<file path="config.mk">
export PLATFORM = sky130hd
export DESIGN_NAME = gfx_pixel_op
export DESIGN_NICKNAME = d
export VERILOG_FILES = /design/src/rtl/gfx_rop_pkg.sv /design/src/rtl/gfx_pixel_pkg.sv /design/src/rtl/gfx_pixel_op.sv /design/src/rtl/gfx_color_pack.sv /design/src/rtl/gfx_rop_exec.sv /design/src/rtl/gfx_color_split.sv
export SDC_FILE = /design/constraint.sdc
export NUM_CORES = 1
export LEC_CHECK = 0
export BUFFER_PORTS_ARGS = -buffer_cell sky130_fd_sc_hd__buf_2
export CAP_MARGIN = 15
export CELL_PAD_IN_SITES_DETAIL_PLACEMENT = 1
export CELL_PAD_IN_SITES_GLOBAL_PLACEMENT = 1
export CORE_MARGIN = 8
export CORE_UTILIZATION = 30
export DETAILED_ROUTE_END_ITERATION = 10
export PLACE_DENSITY_LB_ADDON = 0.2
export SLEW_MARGIN = 25
export SYNTH_ARGS = -nofsm -noshare
export SYNTH_HDL_FRONTEND = slang
export SYNTH_HIERARCHICAL = 1
export SYNTH_SLANG_ARGS = --single-unit
</file>
<file path="constraint.sdc">
create_clock -name clk_i -period 11.91 [get_ports clk_i]
set_clock_uncertainty 0.05 [all_clocks]
set_input_delay 2.382 -clock clk_i [delete_from_list [all_inputs] [get_ports clk_i]]
set_output_delay 2.382 -clock clk_i [all_outputs]
set_load 0.005 [all_outputs]
</file>
<file path="src/rtl/gfx_rop_pkg.sv">
// ================================================
// raster operation codes and blend weight
// code 7 is undefined and executes as copy
// ================================================
`default_nettype none

package gfx_rop_pkg;

  localparam int ROP_W   = 3;
  localparam int ALPHA_W = 8;

  typedef logic [ROP_W-1:0]   rop_t;
  // source weight, destination gets 256 minus this
  typedef logic [ALPHA_W-1:0] alpha_t;

  // ================================================
  // operation codes
  // ================================================

  // result = src
  localparam rop_t ROP_COPY    = 3'd0;
  // bitwise per channel
  localparam rop_t ROP_AND     = 3'd1;
  localparam rop_t ROP_OR      = 3'd2;
  localparam rop_t ROP_XOR     = 3'd3;
  // complement of dst, masked later by the field width
  localparam rop_t ROP_INV_DST = 3'd4;
  // weighted mix, copy for indexed depths
  localparam rop_t ROP_BLEND   = 3'd5;
  // result = 0
  localparam rop_t ROP_CLEAR   = 3'd6;

endpackage

`default_nettype wire

</file>
<file path="src/rtl/gfx_pixel_pkg.sv">
// ================================================
// pixel word, channel and colour depth types
// every depth uses the same 32-bit word, fields right-aligned
// depth codes 6 and 7 are undefined and decode as bpp32
// ================================================
`default_nettype none

package gfx_pixel_pkg;

  // ================================================
  // widths
  // ================================================

  // packed pixel word, same size at every depth
  localparam int PIXEL_W = 32;
  // widest field is 11 bits, red and green of bpp32
  localparam int CHAN_W  = 11;
  // six depths fit in three bits
  localparam int DEPTH_W = 3;

  typedef logic [PIXEL_W-1:0] pixel_t;
  // one colour channel, right aligned, upper bits zero
  typedef logic [CHAN_W-1:0]  chan_t;
  typedef logic [DEPTH_W-1:0] depth_t;

  // ================================================
  // depth codes
  // ================================================

  // 1-bit index in bit 0
  localparam depth_t DEPTH_BPP1  = 3'd0;
  // 8-bit palette index in [7:0]
  localparam depth_t DEPTH_BPP8  = 3'd1;
  // 4:4:4 in [11:0]
  localparam depth_t DEPTH_BPP12 = 3'd2;
  // 5:6:5 in [15:0]
  localparam depth_t DEPTH_BPP16 = 3'd3;
  // 8:9:8 in [24:0]
  localparam depth_t DEPTH_BPP25 = 3'd4;
  // 11:11:10, whole word
  localparam depth_t DEPTH_BPP32 = 3'd5;

endpackage

`default_nettype wire
</file>
<file path="src/rtl/gfx_pixel_op.sv">
// ================================================
// pixel operation unit, three-stage pipeline
// fixed latency of 3 cycles, one pixel per cycle
// no flow control, valid_o lasts one cycle
// ================================================
`timescale 1ns/100ps
`default_nettype none

module gfx_pixel_op
  import gfx_pixel_pkg::*, gfx_rop_pkg::*;
(
  input  wire logic   clk_i,
  input  wire logic   reset_i,
  input  wire logic   valid_i,
  input  wire depth_t depth_i,
  input  wire rop_t   op_i,
  input  wire alpha_t alpha_i,
  input  wire pixel_t src_i,
  input  wire pixel_t dst_i,
  output logic        valid_o,
  output pixel_t      pixel_o
);

  // ================================================
  // decode to execute
  // ================================================
  logic   dec_valid;
  rop_t   dec_op;
  alpha_t dec_alpha;
  depth_t dec_depth;
  logic   dec_indexed;
  chan_t  dec_src_r, dec_src_g, dec_src_b;
  chan_t  dec_dst_r, dec_dst_g, dec_dst_b;

  // ================================================
  // execute to result
  // ================================================
  logic   exe_valid;
  depth_t exe_depth;
  chan_t  exe_r, exe_g, exe_b;

  // split both operands into channels
  gfx_color_split gfx_color_split_inst (
    .clk_i     (clk_i),
    .reset_i   (reset_i),
    .valid_i   (valid_i),
    .depth_i   (depth_i),
    .op_i      (op_i),
    .alpha_i   (alpha_i),
    .src_i     (src_i),
    .dst_i     (dst_i),
    .valid_o   (dec_valid),
    .depth_o   (dec_depth),
    .op_o      (dec_op),
    .alpha_o   (dec_alpha),
    .indexed_o (dec_indexed),
    .src_r_o   (dec_src_r),
    .src_g_o   (dec_src_g),
    .src_b_o   (dec_src_b),
    .dst_r_o   (dec_dst_r),
    .dst_g_o   (dec_dst_g),
    .dst_b_o   (dec_dst_b)
  );

  // raster operation per channel
  gfx_rop_exec gfx_rop_exec_inst (
    .clk_i     (clk_i),
    .reset_i   (reset_i),
    .valid_i   (dec_valid),
    .depth_i   (dec_depth),
    .op_i      (dec_op),
    .alpha_i   (dec_alpha),
    .indexed_i (dec_indexed),
    .src_r_i   (dec_src_r),
    .src_g_i   (dec_src_g),
    .src_b_i   (dec_src_b),
    .dst_r_i   (dec_dst_r),
    .dst_g_i   (dec_dst_g),
    .dst_b_i   (dec_dst_b),
    .valid_o   (exe_valid),
    .depth_o   (exe_depth),
    .r_o       (exe_r),
    .g_o       (exe_g),
    .b_o       (exe_b)
  );

  // repack to the depth layout
  gfx_color_pack gfx_color_pack_inst (
    .clk_i   (clk_i),
    .reset_i (reset_i),
    .valid_i (exe_valid),
    .depth_i (exe_depth),
    .r_i     (exe_r),
    .g_i     (exe_g),
    .b_i     (exe_b),
    .valid_o (valid_o),
    .pixel_o (pixel_o)
  );

endmodule

`default_nettype wire

</file>
<file path="src/rtl/gfx_color_pack.sv">
// ================================================
// result stage, one register layer
// trims each channel to its field width and packs it
// bits above the depth's span come out zero
// pixel_o holds its value while valid_o is low
// ================================================
`timescale 1ns/100ps
`default_nettype none

module gfx_color_pack
  import gfx_pixel_pkg::*;
(
  input  wire logic   clk_i,
  input  wire logic   reset_i,
  input  wire logic   valid_i,
  input  wire depth_t depth_i,
  input  wire chan_t  r_i,
  input  wire chan_t  g_i,
  input  wire chan_t  b_i,
  output logic        valid_o,
  output pixel_t      pixel_o
);

  // trim to the field and move it to its place in the word
  function automatic pixel_t put_field(chan_t c, logic [4:0] sh, chan_t mask);
    pixel_t wide;
    wide = {{(PIXEL_W-CHAN_W){1'b0}}, c & mask};
    return wide << sh;
  endfunction

  // blue always lands at bit 0
  logic [4:0] r_sh, g_sh;
  chan_t      r_mask, g_mask, b_mask;
  pixel_t     packed_word;

  // ================================================
  // field layout, mirror of the split stage
  // ================================================
  always_comb begin
    r_sh = 5'd0;
    g_sh = 5'd0;
    // indexed depths take only red
    g_mask = 11'h000;
    b_mask = 11'h000;
    case (depth_i)
      DEPTH_BPP1:  r_mask = 11'h001;
      DEPTH_BPP8:  r_mask = 11'h0ff;
      DEPTH_BPP12: begin
        r_sh = 5'd8;
        g_sh = 5'd4;
        r_mask = 11'h00f;
        g_mask = 11'h00f;
        b_mask = 11'h00f;
      end
      DEPTH_BPP16: begin
        r_sh = 5'd11;
        g_sh = 5'd5;
        r_mask = 11'h01f;
        g_mask = 11'h03f;
        b_mask = 11'h01f;
      end
      DEPTH_BPP25: begin
        r_sh = 5'd17;
        g_sh = 5'd8;
        r_mask = 11'h0ff;
        g_mask = 11'h1ff;
        b_mask = 11'h0ff;
      end
      default: begin
        // bpp32 and spare codes
        r_sh = 5'd21;
        g_sh = 5'd10;
        r_mask = 11'h7ff;
        g_mask = 11'h7ff;
        b_mask = 11'h3ff;
      end
    endcase
  end

  assign packed_word = put_field(r_i, r_sh, r_mask)
                     | put_field(g_i, g_sh, g_mask)
                     | put_field(b_i, 5'd0, b_mask);

  always_ff @(posedge clk_i) begin
    if (reset_i) begin
      valid_o <= 1'b0;
    end else begin
      valid_o <= valid_i;
    end
  end

  // load only on a valid result so the output holds
  always_ff @(posedge clk_i) begin
    if (valid_i) begin
      pixel_o <= packed_word;
    end
  end

endmodule

`default_nettype wire

</file>
<file path="src/rtl/gfx_rop_exec.sv">
// ================================================
// execute stage, one register layer
// same operation on all three channels
// results are not masked, the pack stage trims them
// blend acts as copy on indexed depths
// ================================================
`timescale 1ns/100ps
`default_nettype none

module gfx_rop_exec
  import gfx_pixel_pkg::*, gfx_rop_pkg::*;
(
  input  wire logic   clk_i,
  input  wire logic   reset_i,
  input  wire logic   valid_i,
  input  wire depth_t depth_i,
  input  wire rop_t   op_i,
  input  wire alpha_t alpha_i,
  input  wire logic   indexed_i,
  input  wire chan_t  src_r_i,
  input  wire chan_t  src_g_i,
  input  wire chan_t  src_b_i,
  input  wire chan_t  dst_r_i,
  input  wire chan_t  dst_g_i,
  input  wire chan_t  dst_b_i,
  output logic        valid_o,
  output depth_t      depth_o,
  output chan_t       r_o,
  output chan_t       g_o,
  output chan_t       b_o
);

  // ================================================
  // blend weights
  // ================================================

  // destination weight, 256 - alpha, 1 to 256
  logic [8:0] dst_w;

  assign dst_w = 9'd256 - {1'b0, alpha_i};

  // ================================================
  // per-channel operation
  // ================================================

  // weighted sum of one channel, 11 bits times 9 bits
  // worst case 2047 * 256 still fits in 19 bits
  function automatic chan_t blend_chan(chan_t s, chan_t d, alpha_t a, logic [8:0] w);
    logic [18:0] src_prod;
    logic [18:0] dst_prod;
    logic [18:0] sum;
    src_prod = {8'd0, s} * {11'd0, a};
    dst_prod = {8'd0, d} * {10'd0, w};
    sum      = src_prod + dst_prod;
    // divide by 256, alpha 0 gives dst exactly
    return sum[18:8];
  endfunction

  function automatic chan_t rop_chan(rop_t op, logic idx, chan_t s, chan_t d,
                                     alpha_t a, logic [8:0] w);
    chan_t res;
    case (op)
      ROP_COPY:    res = s;
      ROP_AND:     res = s & d;
      ROP_OR:      res = s | d;
      ROP_XOR:     res = s ^ d;
      // upper bits set here are dropped when packing
      ROP_INV_DST: res = ~d;
      ROP_BLEND: begin
        // a palette index has no meaningful mix
        if (idx) begin
          res = s;
        end else begin
          res = blend_chan(s, d, a, w);
        end
      end
      ROP_CLEAR:   res = '0;
      // spare code 7 copies
      default:     res = s;
    endcase
    return res;
  endfunction

  chan_t r_nxt, g_nxt, b_nxt;

  assign r_nxt = rop_chan(op_i, indexed_i, src_r_i, dst_r_i, alpha_i, dst_w);
  assign g_nxt = rop_chan(op_i, indexed_i, src_g_i, dst_g_i, alpha_i, dst_w);
  assign b_nxt = rop_chan(op_i, indexed_i, src_b_i, dst_b_i, alpha_i, dst_w);

  // ================================================
  // stage register
  // ================================================

  always_ff @(posedge clk_i) begin
    if (reset_i) begin
      valid_o <= 1'b0;
    end else begin
      valid_o <= valid_i;
    end
  end

  // depth travels on so the pack stage knows the layout
  always_ff @(posedge clk_i) begin
    depth_o <= depth_i;
    r_o     <= r_nxt;
    g_o     <= g_nxt;
    b_o     <= b_nxt;
  end

endmodule

`default_nettype wire

</file>
<file path="src/rtl/gfx_color_split.sv">
// ================================================
// decode stage, one register layer
// splits src and dst into right-aligned r, g, b
// indexed depths carry the index in red, g and b are zero
// only valid_o is reset
// ================================================
`timescale 1ns/100ps
`default_nettype none

module gfx_color_split
  import gfx_pixel_pkg::*, gfx_rop_pkg::*;
(
  input  wire logic   clk_i,
  input  wire logic   reset_i,
  input  wire logic   valid_i,
  input  wire depth_t depth_i,
  input  wire rop_t   op_i,
  input  wire alpha_t alpha_i,
  input  wire pixel_t src_i,
  input  wire pixel_t dst_i,
  output logic        valid_o,
  output depth_t      depth_o,
  output rop_t        op_o,
  output alpha_t      alpha_o,
  output logic        indexed_o,
  output chan_t       src_r_o,
  output chan_t       src_g_o,
  output chan_t       src_b_o,
  output chan_t       dst_r_o,
  output chan_t       dst_g_o,
  output chan_t       dst_b_o
);

  // shift to the field's low bit, then keep the field bits
  function automatic chan_t get_field(pixel_t pix, logic [4:0] sh, chan_t mask);
    pixel_t shifted;
    shifted = pix >> sh;
    return shifted[CHAN_W-1:0] & mask;
  endfunction

  // field boundaries for the current depth
  // blue always starts at bit 0
  logic [4:0] r_sh, g_sh;
  chan_t      r_mask, g_mask, b_mask;
  logic       indexed;

  // ================================================
  // field layout per depth
  // ================================================
  always_comb begin
    indexed = 1'b0;
    r_sh = 5'd0;
    g_sh = 5'd0;
    case (depth_i)
      DEPTH_BPP1: begin
        indexed = 1'b1;
        r_mask = 11'h001;
        g_mask = 11'h000;
        b_mask = 11'h000;
      end
      DEPTH_BPP8: begin
        indexed = 1'b1;
        r_mask = 11'h0ff;
        g_mask = 11'h000;
        b_mask = 11'h000;
      end
      DEPTH_BPP12: begin
        // 4:4:4
        r_sh = 5'd8;
        g_sh = 5'd4;
        r_mask = 11'h00f;
        g_mask = 11'h00f;
        b_mask = 11'h00f;
      end
      DEPTH_BPP16: begin
        // 5:6:5
        r_sh = 5'd11;
        g_sh = 5'd5;
        r_mask = 11'h01f;
        g_mask = 11'h03f;
        b_mask = 11'h01f;
      end
      DEPTH_BPP25: begin
        // 8:9:8
        r_sh = 5'd17;
        g_sh = 5'd8;
        r_mask = 11'h0ff;
        g_mask = 11'h1ff;
        b_mask = 11'h0ff;
      end
      default: begin
        // bpp32 and the spare codes, 11:11:10
        r_sh = 5'd21;
        g_sh = 5'd10;
        r_mask = 11'h7ff;
        g_mask = 11'h7ff;
        b_mask = 11'h3ff;
      end
    endcase
  end

  // strobe, the only reset flop of this stage
  always_ff @(posedge clk_i) begin
    if (reset_i) begin
      valid_o <= 1'b0;
    end else begin
      valid_o <= valid_i;
    end
  end

  // payload, same boundaries for both operands
  always_ff @(posedge clk_i) begin
    depth_o   <= depth_i;
    op_o      <= op_i;
    alpha_o   <= alpha_i;
    indexed_o <= indexed;
    src_r_o   <= get_field(src_i, r_sh, r_mask);
    src_g_o   <= get_field(src_i, g_sh, g_mask);
    src_b_o   <= get_field(src_i, 5'd0, b_mask);
    dst_r_o   <= get_field(dst_i, r_sh, r_mask);
    dst_g_o   <= get_field(dst_i, g_sh, g_mask);
    dst_b_o   <= get_field(dst_i, 5'd0, b_mask);
  end

endmodule

`default_nettype wire

</file>
==> summary.txt <==
Worst setup path
  – Element type at the critical path end: flip-flop
  – CP Launch Type: flip-flop
  – Required @ worst endpoint: 12.24 ns
  – Worst setup path class: flip-flop to flip-flop
  – Worst reg2reg endpoint: gfx_rop_exec_inst/b_o[2]
  – Reg2reg path depth: 25
  – Reg2reg setup slack: roughly 3.8 ns
  – Arrival time worst endpoint: approximately 8.4 ns
  – Worst r2r src: gfx_color_split_inst/alpha_o[1]
  – Crit path max fanout: 23

Power and ir drop
  – PwrDens: between 200 and 250 nW/µm²
  – Final Total Pwr: ~5.9 mW
  – P_leak: 13.9 nW
  – Max IR drop VDD: around 180 µV

STA
  – Final period util: about two thirds
  – Worst slew pin tran: between 1 and 1.5 ns
  – Hold Vio Cnt, Final: 0
  – Slew headroom: 24.4%
  – Max-slew violation count: 0
  – Min cycle time layout: slightly above 8 ns
  – Finish-stage setup viols: 0
  – Peak Freq: 124 MHz
  – RSZ-0062 raised after global routing: no
  – Final setup TNS: 0 ns

Route
  – DRT iter0 DRCs: approximately 1100
  – DRT Wirelength: between 90000 and 100000 µm
  – Via density: 4.93
  – Vias: slightly above 20000
  – Final ANT Viol Nets: 0
  – WL/cell: approximately 22 µm
  – First-pass DRT Iterations: 5
  – DRC viols: 0

Global routing
  – Overflow after GRT: 0
  – Largest net degree at the start of global routing: 63
  – Vias in the first global route: about 24000
  – Initial antenna violation count: 3
  – Global Route Usage Sum: around 20%
  – First-pass GRT wire length: ~140000 µm

Floorplan
  – Num ports: about 110
  – Initial Util: between 30% and 40%
  – Core area: between 80000 and 90000 µm²
  – Die Footprint: about 95000 µm²
  – Die Wd: 309 µm
  – # rows: approximately 110
  – Die Span Y: 309 µm

Synth
  – Synthesized area per cell: approximately 8.5 µm²
  – Yosys warns: 6
  – Post-Syn Area: between 20000 and 30000 µm²
  – Cells after Synth: around 3000

Clock tree
  – # resized after CTS: 0
  – Worst-path clk slew: roughly 0.070 ns
  – Num CTS Buffers: 17
  – Hold buffer count at cts: 0
  – Setup bufs post-CTS: 0
  – CTS H-Tree Depth: 4
  – Root buf cell: clkbuf_16
  – TritonCTS clock tree: done
  – CTS Sinks: ~150
  – Clk buf depth: 2
  – Worst skew pair latency: 0.46 ns

Hold path
  – Hold Path Class: flip-flop to flip-flop
  – Hold path cells: 0
  – WHS Endpoint: gfx_rop_exec_inst/depth_o[2]
  – Worst Min Path Start: gfx_color_split_inst/depth_o[2]

Final layout
  – Final Util: approximately a third
  – Layout Nets: 3787
  – P&R area growth vs syn: 8.17%
  – Layout cells sized above 1: around 7.4%

Place
  – Hpwl dp: approximately 72000 µm
  – Port Buffer Count: 113
  – GP Congestion: approximately 0.87

Outcome
  – Status: finished, final reports clean

Job
  – Max_cap viols: 0
-- placed cells by master (no fill, tap or decap), types with 20 or more instances in the layout --
cell,instances
o21ai_0,61
dfxtp_1,111
ha_1,260
a22oi_1,44
xnor2_1,29
nand2_1,454
inv_1,690
and2_1,160
buf_4,39
edfxtp_1,32
buf_2,113
and3_1,24
nor4_1,20
o22ai_1,73
fa_1,432
nor2b_1,30
nor2_1,100
a21oi_1,114
-- area by class of cell --
class,instances,area (µm²)
Antenna cell,2,5.00
Clock buffer,18,450
Clock inverter,14,135
Fill cell,10100,57200
Inverter,693,2600
Multi-Input combinational cell,1999,19000
Sequential cell,149,3310
Tap cell,1144,1430
Timing Repair Buffer,154,881
-- layer usage --
metal	vias up	GRT usage, %	part of all wire [%]
li1	9216	-	-
met1	10800	24.6	42
met2	385	36.4	52
met3	119	1.82	2.9
met4	0	4.83	2.4
met5	-	0	0
-- where the power goes --
part | switching (mW) | internal [mW] | total [mW]
Sequential | 0.155 | 0.588 | 0.743
Combinational | 2.70 | 1.90 | 4.61
Clock | 0.264 | 0.289 | 0.552
-- stage by stage --
| stage | area [µm²] | worst slack, ns | hold slack, ns | cells |
|---|---|---|---|---|
| floorplan | 25700 | 4.98 | 0.260 | 3039 |
| global placement | 27200 | 3.91 | 0.262 | 4137 |
| detailed placement | 27200 | 3.79 | 0.263 | 4139 |
| CTS | 27800 | 3.76 | 0.279 | 4171 |
| global route | 27800 | 3.29 | 0.281 | 4171 |
| finish | 27800 | 3.82 | 0.279 | 4173 |
-- worst max path at each step --
stage	start	end	depth (start not counted)
global route	gfx_color_split_inst/alpha_o[1]	gfx_rop_exec_inst/b_o[2]	25
finish	gfx_color_split_inst/alpha_o[1]	gfx_rop_exec_inst/b_o[2]	25
detailed placement	gfx_color_split_inst/alpha_o[1]	gfx_rop_exec_inst/b_o[2]	25
global placement	gfx_color_split_inst/alpha_o[1]	gfx_rop_exec_inst/g_o[10]	26
CTS	gfx_color_split_inst/alpha_o[1]	gfx_rop_exec_inst/b_o[2]	25
floorplan	gfx_color_split_inst/alpha_o[0]	gfx_rop_exec_inst/g_o[10]	28
-- worst max-delay path, stage by stage (launching register included) --
cell and delay, ns:
dfxtp_1 0.30, buf_4 0.24, inv_1 0.48, ha_1 0.31
nand2_1 0.11, or3_1 0.31, buf_4 0.25, xor2_2 0.50
buf_4 0.44, nand2_1 0.13, fa_1 0.53, fa_1 0.49
inv_1 0.05, fa_1 0.51, fa_1 0.44, fa_1 0.49
inv_1 0.05, fa_1 0.48, inv_1 0.04, ha_1 0.28
o21a_1 0.16, a21boi_0 0.37, o21ai_0 0.13, a2111oi_0 0.55
o21ai_0 0.16, o21ai_0 0.12
-- flip-flops by register name (all words and copies together), names as in the netlist, 11 cells and up --
name and flops:
gfx_color_split_inst/dst_r_o 11, gfx_color_split_inst/dst_g_o 11, gfx_color_split_inst/src_g_o 11, gfx_rop_exec_inst/g_o 11
gfx_rop_exec_inst/r_o 11, gfx_color_pack_inst/pixel_o 32, gfx_color_split_inst/src_r_o 11
(Power assumes the default switching activity.)
